## config.mk

```make
export PLATFORM = sky130hd
export DESIGN_NAME = max_pooler
export DESIGN_NICKNAME = d
export VERILOG_FILES = /design/src/verilog/pool_pkg.sv /design/src/verilog/line_buffer.sv /design/src/verilog/max_pooler.sv /design/src/verilog/pool_sequencer.sv /design/src/verilog/stream_fifo.sv /design/src/verilog/window_max.sv
export SDC_FILE = /design/constraint.sdc
export NUM_CORES = 2
export LEC_CHECK = 0
export ABC_AREA = 1
export BUFFER_PORTS_ARGS = -buffer_cell sky130_fd_sc_hd__clkbuf_2
export CAP_MARGIN = 20
export CORE_MARGIN = 5
export CORE_UTILIZATION = 45
export CTS_CLUSTER_SIZE = 20
export DETAILED_ROUTE_END_ITERATION = 6
export SYNTH_ARGS = -nofsm -noshare
export SYNTH_HDL_FRONTEND = slang
export SYNTH_HIERARCHICAL = 1
export SYNTH_SLANG_ARGS = --single-unit
```

## constraint.sdc

```tcl
create_clock -name clk -period 7.2 [get_ports clk]
set_input_delay 0.36 -clock clk [delete_from_list [all_inputs] [get_ports clk]]
set_output_delay 0.36 -clock clk [all_outputs]
set_load 0.02 [all_outputs]
```

## src/verilog/pool_pkg.sv

```systemverilog
package pool_pkg;

    //////////////////////////////
    // Widths and latencies
    //////////////////////////////

    // Pixel width in bits
    localparam int PIXEL_W = 16;

    // Width of image sizes and indices
    localparam int DIM_W = 10;

    // Column in to result out through the window
    localparam int WIN_LAT = 3;

    //////////////////////////////
    // Types
    //////////////////////////////

    typedef logic [PIXEL_W-1:0] pixel_t;

    typedef logic [DIM_W-1:0] dim_t;

    // Image size for one pooling job
    typedef struct packed {
        dim_t rows;
        dim_t cols;
    } pool_cmd_t;

    // Vertical slice of three rows, bot is the newest row
    typedef struct packed {
        pixel_t top;
        pixel_t mid;
        pixel_t bot;
    } win_col_t;

    // Sideband that follows a column down the pipe
    typedef struct packed {
        logic emit;
        logic keep;
    } pool_tag_t;

    // One beat of the result stream
    typedef struct packed {
        pixel_t data;
        logic   last;
    } pool_beat_t;

endpackage

```

## src/verilog/line_buffer.sv

```systemverilog
`timescale 1ns/10ps

module line_buffer #(
    parameter int MAX_COLS = 64
) (
    input  logic                clk,
    input  logic                step_en,
    input  pool_pkg::pixel_t    step_pixel,
    input  pool_pkg::dim_t      step_col,
    input  pool_pkg::pool_tag_t step_tag,
    output pool_pkg::win_col_t  col_out,
    output pool_pkg::pool_tag_t col_tag
);
    import pool_pkg::*;

    localparam int AW = (MAX_COLS > 1) ? $clog2(MAX_COLS) : 1;

    //////////////////////////////
    // Row memories
    //////////////////////////////

    // Two rows back
    pixel_t row_old [MAX_COLS];
    // One row back
    pixel_t row_new [MAX_COLS];

    logic [AW-1:0] addr;
    pixel_t        old_px;
    pixel_t        new_px;

    assign addr   = AW'(step_col);
    assign old_px = row_old[addr];
    assign new_px = row_new[addr];

    // Newer row ages into the older one
    always_ff @(posedge clk) begin
        if (step_en) begin
            row_old[addr] <= new_px;
            row_new[addr] <= step_pixel;
        end
    end

    //////////////////////////////
    // Column register
    //////////////////////////////

    always_ff @(posedge clk) begin
        if (step_en) begin
            col_out.top <= old_px;
            col_out.mid <= new_px;
            col_out.bot <= step_pixel;
        end
    end

    // Tag lives for one cycle per step
    // so an idle cycle never repeats a result
    always_ff @(posedge clk) begin
        if (step_en) begin
            col_tag <= step_tag;
        end else begin
            col_tag <= '0;
        end
    end

endmodule

```

## src/verilog/max_pooler.sv

```systemverilog
`timescale 1ns/10ps

module max_pooler #(
    parameter int MAX_COLS   = 64,
    parameter int FIFO_DEPTH = 16
) (
    input  logic                 clk,
    input  logic                 rst,
    input  pool_pkg::pool_cmd_t  cmd,
    input  logic                 cmd_valid,
    output logic                 cmd_ready,
    input  pool_pkg::pixel_t     in_data,
    input  logic                 in_valid,
    output logic                 in_ready,
    output pool_pkg::pool_beat_t out_beat,
    output logic                 out_valid,
    input  logic                 out_ready,
    output logic                 done
);
    import pool_pkg::*;

    pixel_t     in_head;
    logic       in_empty;
    logic       in_full;
    logic       in_pop;
    logic       in_accept;
    logic       accept_en;
    dim_t       out_free;
    logic       out_empty;
    pool_beat_t out_wr_beat;
    logic       last_beat;
    logic       step_en;
    pixel_t     step_pixel;
    dim_t       step_col;
    pool_tag_t  step_tag;
    win_col_t   lb_col;
    pool_tag_t  lb_tag;
    pixel_t     win_max;
    pool_tag_t  win_tag;

    assign in_ready  = accept_en && !in_full;
    assign in_accept = in_valid && in_ready;
    assign out_valid = !out_empty;

    // Border results become zero
    assign out_wr_beat.data = win_tag.keep ? win_max : '0;
    assign out_wr_beat.last = last_beat;

    stream_fifo #(.T(pixel_t), .FIFO_DEPTH(FIFO_DEPTH)) u_in_fifo (
        .clk(clk), .rst(rst),
        .wr_en(in_accept), .wr_data(in_data),
        .rd_en(in_pop), .rd_data(in_head),
        .empty(in_empty), .full(in_full), .free()
    );

    stream_fifo #(.T(pool_beat_t), .FIFO_DEPTH(FIFO_DEPTH)) u_out_fifo (
        .clk(clk), .rst(rst),
        .wr_en(win_tag.emit), .wr_data(out_wr_beat),
        .rd_en(out_valid && out_ready), .rd_data(out_beat),
        .empty(out_empty), .full(), .free(out_free)
    );

    pool_sequencer #(.MAX_COLS(MAX_COLS)) u_pool_sequencer (
        .clk(clk), .rst(rst),
        .cmd(cmd), .cmd_valid(cmd_valid), .cmd_ready(cmd_ready),
        .in_accept(in_accept), .in_fifo_empty(in_empty), .in_fifo_data(in_head),
        .in_fifo_pop(in_pop), .accept_en(accept_en), .out_free(out_free),
        .step_en(step_en), .step_pixel(step_pixel), .step_col(step_col), .step_tag(step_tag),
        .beat_written(win_tag.emit), .last_beat(last_beat), .done(done)
    );

    line_buffer #(.MAX_COLS(MAX_COLS)) u_line_buffer (
        .clk(clk), .step_en(step_en), .step_pixel(step_pixel),
        .step_col(step_col), .step_tag(step_tag),
        .col_out(lb_col), .col_tag(lb_tag)
    );

    window_max u_window_max (
        .clk(clk), .rst(rst), .col_valid(step_en),
        .col_in(lb_col), .tag_in(lb_tag),
        .max_out(win_max), .tag_out(win_tag)
    );

endmodule

```

## src/verilog/pool_sequencer.sv

```systemverilog
`timescale 1ns/10ps

module pool_sequencer #(
    parameter int MAX_COLS = 64
) (
    input  logic                clk,
    input  logic                rst,
    input  pool_pkg::pool_cmd_t cmd,
    input  logic                cmd_valid,
    output logic                cmd_ready,
    input  logic                in_accept,
    input  logic                in_fifo_empty,
    input  pool_pkg::pixel_t    in_fifo_data,
    output logic                in_fifo_pop,
    output logic                accept_en,
    input  pool_pkg::dim_t      out_free,
    output logic                step_en,
    output pool_pkg::pixel_t    step_pixel,
    output pool_pkg::dim_t      step_col,
    output pool_pkg::pool_tag_t step_tag,
    input  logic                beat_written,
    output logic                last_beat,
    output logic                done
);
    import pool_pkg::*;

    localparam int CNT_W = 2 * DIM_W;

    typedef enum logic {ST_IDLE, ST_BUSY} state_t;

    state_t           state;
    dim_t             rows_r;
    dim_t             cols_r;
    logic [CNT_W-1:0] total_pix;
    logic [CNT_W-1:0] acc_cnt;
    logic [CNT_W-1:0] out_cnt;
    logic [DIM_W:0]   row_cnt;
    dim_t             col_cnt;
    dim_t             cen_row;
    dim_t             cen_col;
    logic             walk_done;
    logic             pix_phase;
    logic             have_data;
    logic             credit_ok;

    assign total_pix = rows_r * cols_r;
    assign cmd_ready = (state == ST_IDLE);
    assign accept_en = (state == ST_BUSY) && (acc_cnt != total_pix);

    //////////////////////////////
    // Step control
    //////////////////////////////

    // Rows past the image feed zero bubbles to drain the window
    assign pix_phase = (row_cnt < {1'b0, rows_r});
    assign have_data = !pix_phase || !in_fifo_empty;
    // Room for every result still in flight
    assign credit_ok = (out_free > dim_t'(WIN_LAT + 2));

    assign step_en     = (state == ST_BUSY) && !walk_done && have_data && credit_ok;
    assign in_fifo_pop = step_en && pix_phase;
    assign step_pixel  = pix_phase ? in_fifo_data : '0;
    assign step_col    = col_cnt;

    // Centre trails the step by one row and one column
    assign step_tag.emit = (row_cnt > 1) || ((row_cnt == 1) && (col_cnt != '0));
    assign step_tag.keep = (cen_row != '0) && (cen_row < rows_r - 1'b1) &&
                           (cen_col != '0) && (cen_col < cols_r - 1'b1);

    assign last_beat = (out_cnt == total_pix - 1'b1);

    always_ff @(posedge clk) begin
        if (rst) begin
            state     <= ST_IDLE;
            rows_r    <= '0;
            cols_r    <= '0;
            acc_cnt   <= '0;
            out_cnt   <= '0;
            row_cnt   <= '0;
            col_cnt   <= '0;
            cen_row   <= '0;
            cen_col   <= '0;
            walk_done <= 1'b0;
            done      <= 1'b0;
        end else begin
            done <= 1'b0;
            case (state)
                ST_IDLE: begin
                    if (cmd_valid) begin
                        rows_r    <= cmd.rows;
                        // Row memories hold at most MAX_COLS pixels
                        cols_r    <= (cmd.cols > dim_t'(MAX_COLS)) ? dim_t'(MAX_COLS) : cmd.cols;
                        acc_cnt   <= '0;
                        out_cnt   <= '0;
                        row_cnt   <= '0;
                        col_cnt   <= '0;
                        cen_row   <= '0;
                        cen_col   <= '0;
                        walk_done <= 1'b0;
                        state     <= ST_BUSY;
                    end
                end
                ST_BUSY: begin
                    if (in_accept) begin
                        acc_cnt <= acc_cnt + 1'b1;
                    end
                    if (step_en) begin
                        // Final step sits at the start of the second drain row
                        if (row_cnt == {1'b0, rows_r} + 1'b1) begin
                            walk_done <= 1'b1;
                        end
                        if (col_cnt == cols_r - 1'b1) begin
                            col_cnt <= '0;
                            row_cnt <= row_cnt + 1'b1;
                        end else begin
                            col_cnt <= col_cnt + 1'b1;
                        end
                        if (step_tag.emit) begin
                            if (cen_col == cols_r - 1'b1) begin
                                cen_col <= '0;
                                cen_row <= cen_row + 1'b1;
                            end else begin
                                cen_col <= cen_col + 1'b1;
                            end
                        end
                    end
                    if (beat_written) begin
                        out_cnt <= out_cnt + 1'b1;
                        if (last_beat) begin
                            done  <= 1'b1;
                            state <= ST_IDLE;
                        end
                    end
                end
                default: state <= ST_IDLE;
            endcase
        end
    end

endmodule

```

## src/verilog/stream_fifo.sv

```systemverilog
`timescale 1ns/10ps

module stream_fifo #(
    parameter type T          = logic [15:0],
    parameter int  FIFO_DEPTH = 16
) (
    input  logic           clk,
    input  logic           rst,
    input  logic           wr_en,
    input  T               wr_data,
    input  logic           rd_en,
    output T               rd_data,
    output logic           empty,
    output logic           full,
    output pool_pkg::dim_t free
);
    import pool_pkg::*;

    localparam int PTR_W = (FIFO_DEPTH > 1) ? $clog2(FIFO_DEPTH) : 1;
    localparam int CNT_W = $clog2(FIFO_DEPTH + 1);

    T                 mem [FIFO_DEPTH];
    logic [PTR_W-1:0] wr_ptr;
    logic [PTR_W-1:0] rd_ptr;
    logic [CNT_W-1:0] count;
    logic             do_wr;
    logic             do_rd;

    // Pointer step with wrap for any depth
    function automatic logic [PTR_W-1:0] next_ptr(input logic [PTR_W-1:0] p);
        return (p == PTR_W'(FIFO_DEPTH - 1)) ? '0 : p + 1'b1;
    endfunction

    assign do_wr = wr_en && !full;
    assign do_rd = rd_en && !empty;

    assign empty = (count == '0);
    assign full  = (count == CNT_W'(FIFO_DEPTH));
    assign free  = dim_t'(FIFO_DEPTH) - dim_t'(count);

    // Head word shows before the pop
    assign rd_data = mem[rd_ptr];

    always_ff @(posedge clk) begin
        if (do_wr) begin
            mem[wr_ptr] <= wr_data;
        end
    end

    always_ff @(posedge clk) begin
        if (rst) begin
            wr_ptr <= '0;
            rd_ptr <= '0;
            count  <= '0;
        end else begin
            if (do_wr) begin
                wr_ptr <= next_ptr(wr_ptr);
            end
            if (do_rd) begin
                rd_ptr <= next_ptr(rd_ptr);
            end
            if (do_wr && !do_rd) begin
                count <= count + 1'b1;
            end else if (do_rd && !do_wr) begin
                count <= count - 1'b1;
            end
        end
    end

endmodule

```

## src/verilog/window_max.sv

```systemverilog
`timescale 1ns/10ps

module window_max (
    input  logic                clk,
    input  logic                rst,
    input  logic                col_valid,
    input  pool_pkg::win_col_t  col_in,
    input  pool_pkg::pool_tag_t tag_in,
    output pool_pkg::pixel_t    max_out,
    output pool_pkg::pool_tag_t tag_out
);
    import pool_pkg::*;

    // Older columns of the window, col_in is the newest
    win_col_t  col_d1;
    win_col_t  col_d2;

    // Stage 1 column maxima
    pixel_t    cm_new;
    pixel_t    cm_mid;
    pixel_t    cm_old;

    // Stage 2 partial result
    pixel_t    pair_max;
    pixel_t    old_max;

    pool_tag_t tag_pipe [WIN_LAT];

    function automatic pixel_t max2(input pixel_t a, input pixel_t b);
        return (a > b) ? a : b;
    endfunction

    function automatic pixel_t col_max(input win_col_t c);
        return max2(max2(c.top, c.mid), c.bot);
    endfunction

    // Shift happens on the step, the new column shows one cycle later
    always_ff @(posedge clk) begin
        if (col_valid) begin
            col_d1 <= col_in;
            col_d2 <= col_d1;
        end
    end

    //////////////////////////////
    // Max tree
    //////////////////////////////

    always_ff @(posedge clk) begin
        cm_new   <= col_max(col_in);
        cm_mid   <= col_max(col_d1);
        cm_old   <= col_max(col_d2);
        pair_max <= max2(cm_new, cm_mid);
        old_max  <= cm_old;
        max_out  <= max2(pair_max, old_max);
    end

    // Tag delay matches the tree depth
    always_ff @(posedge clk) begin
        if (rst) begin
            for (int i = 0; i < WIN_LAT; i++) begin
                tag_pipe[i] <= '0;
            end
        end else begin
            tag_pipe[0] <= tag_in;
            for (int i = 1; i < WIN_LAT; i++) begin
                tag_pipe[i] <= tag_pipe[i-1];
            end
        end
    end

    assign tag_out = tag_pipe[WIN_LAT-1];

endmodule
```

==> flow_summary.toml <==
[cells_and_area]
drive_gt1_share_pct = 7.70
stdcell_area_mm2 = 0.150
area_delta_synth_final_pct = 11.6
fin_nets = 14300

[route]
final_antenna_net_count = 0
vias = 92300
wl_um = 366000
viasPerCell = 5.09
dr.pass1.iters = 6
routedWlPerCell_um = 20.2
drtIter0Drc = 8523
drc_errors = 0

[floorplanning]
dieWidth_um = 557
fp.dieH_um = 557
io-pin-count = 62
die_area_mm2 = 0.310
start_util_pct = 45.2
coreArea_mm2 = 0.297
num_rows = 200

[critical_path]
end_kind = "flop"
critical_path_class = "flop to flop"
r2r_end = "u_in_fifo/count[3]"
crit_arrival_ps = 7550
worstSetupStartpointType = "flop"
r2r_slack_ps = 480
cp_common_cell = "fa_1"
rr_worst_depth = 33
required_ps = 8030
crit_slowest_cell = "fa_1"
cp_max_fo = 7
crit_path_start = "u_pool_sequencer/rows_r[2]"
crit_buf_inv = 8
cp_top_family = "adder cells"
slowest_delay_ps = 590
worstReg2RegStart = "u_pool_sequencer/rows_r[2]"

[cts]
numClockSinks = 2962
root_buffer = "clkbuf_16"
clk_path_buf_depth = 4
cts_buffers = 325
cts_tree = "done"
insertion_delay_ps = 930
cts_htree_levels = 5
path_clk_slew_ps = 60

[grt]
antenna_found_initial = 8
grt_pass1_vias = 86000
overflow = 0
track_usage_pct = 23.1
grt_pass1_wl_um = 549000
grt_max_degree = 153

[timing]
setup_ws_ps = 480
fmax_mhz = 149
tightest_slew_ps = 1150
finalMaxSlewViolations = 0
hold_viol_final = 0
holdWs_ps = 61.3
max_slew_margin_pct = 23.2
finClkSkew_ps = 70.6
period_share_pct = 93.3
setup_tns_ps = 0
finalCriticalPeriod_ps = 6720
setup_viol = 0

[logic_synthesis]
syn-num-nets = 14200
syn_inst = 13900
syn_area_mm2 = 0.135
yosysWarnings = 6
syn_area_per_cell_um2 = 9.71

[power_and_ir_drop]
p_total_mw = 52.4
p_per_area_mw_per_mm2 = 349
p_leak_nw = 63.7
ir_drop_mv = 0.338

[status]
status = "completed"

[min_path]
worstHoldStart = "in_data[14]"
hold_end = "u_in_fifo/mem[4][14]"
hp-class = "primary input to flop"
min_path_cells = 1

[placement]
dp_hpwl_um = 216000
postPlaceCellArea_mm2 = 0.140
io_buffers = 61
place.gp.congestion = 0.874
pre_cts_ws_ps = 138

[flow_run]
cap_violations = 0
==> cells in the final DEF, fill, tap and decap left out, types with 10 or more instances in the layout <==
cell,n
inv_6,13
buf_12,38
nand4_1,42
bufinv_16,17
nor2_4,81
xnor2_1,12
buf_4,261
nand3_1,651
or2_2,10
a21oi_1,162
fa_1,63
o21ai_1,15
clkbuf_2,61
clkbuf_1,84
dfxtp_1,222
inv_1,978
clkbuf_16,326
ha_1,241
clkinv_2,41
nand2_1,7253
dfxtp_4,13
nor3_1,35
clkinv_1,71
and2_1,45
clkinvlp_4,12
nor2_1,270
xor2_1,74
nand3_2,15
dlygate4sd3_1,17
inv_2,19
nor2_2,48
nand2_2,53
edfxtp_1,2720
a211oi_1,17
nor4_1,13
o21ai_0,75
==> registers in the layout, summed over array words and instances, names as in the netlist, 20 cells and up, named ones only <==
signal                    count
u_out_fifo/mem              272
u_in_fifo/mem               256
u_line_buffer/row_new      1024
u_line_buffer/row_old      1024
u_line_buffer/col_out        48
u_pool_sequencer/out_cnt     20
u_pool_sequencer/acc_cnt     20
u_window_max/col_d2          48
u_window_max/col_d1          48
==> through the flow <==
stage               utilization (%)  std cells
floorplan                         -      13900
finish                         50.5      18100
detailed placement             47.0      17500
global route                   50.5      18100
CTS                            50.4      18100
global placement               46.9      17500
==> where the power goes <==
| part | internal (mW) | leakage (nW) | switching [mW] | total (mW) |
|---|---|---|---|---|
| Combinational | 3.41 | 32.0 | 10.8 | 14.2 |
| Clock | 9.02 | 4.85 | 6.84 | 15.9 |
| Sequential | 21.9 | 26.8 | 0.470 | 22.4 |
==> cell type report <==
class	count	area, um2
Inverter	1013	3850
Antenna cell	2	5.00
Clock inverter	164	1520
Fill cell	26900	147000
Tap cell	3939	4930
Clock buffer	412	8500
Sequential cell	2962	86600
Multi-Input combinational cell	9270	41500
Timing Repair Buffer	382	3270
==> per-layer routing <==
layer,part of all wire (%),track usage (%)
met1,45,33.2
met2,46,37.4
met3,6.1,2.35
met4,3.1,6.87
met5,0.0033,0
==> worst max-delay path by stage <==
stage,to,slack (ps),depth (start not counted)
2_1_floorplan,u_in_fifo/count[3],510,33
3_3_place_gp,u_in_fifo/count[3],190,36
3_5_place_dp,u_in_fifo/count[3],140,32
6_report,u_in_fifo/count[3],480,33
5_1_grt,u_pool_sequencer/acc_cnt[19],-30,43
4_1_cts,u_in_fifo/count[3],110,32
==> timing repair <==
item                       in CTS  in global routing
buffers inserted                0                  1
setup endpoints to repair       0                 37
hold buffers                   17                  0
hold endpoints to repair       34                  0
resized for setup               0                 55
(Power assumes the default switching activity.)
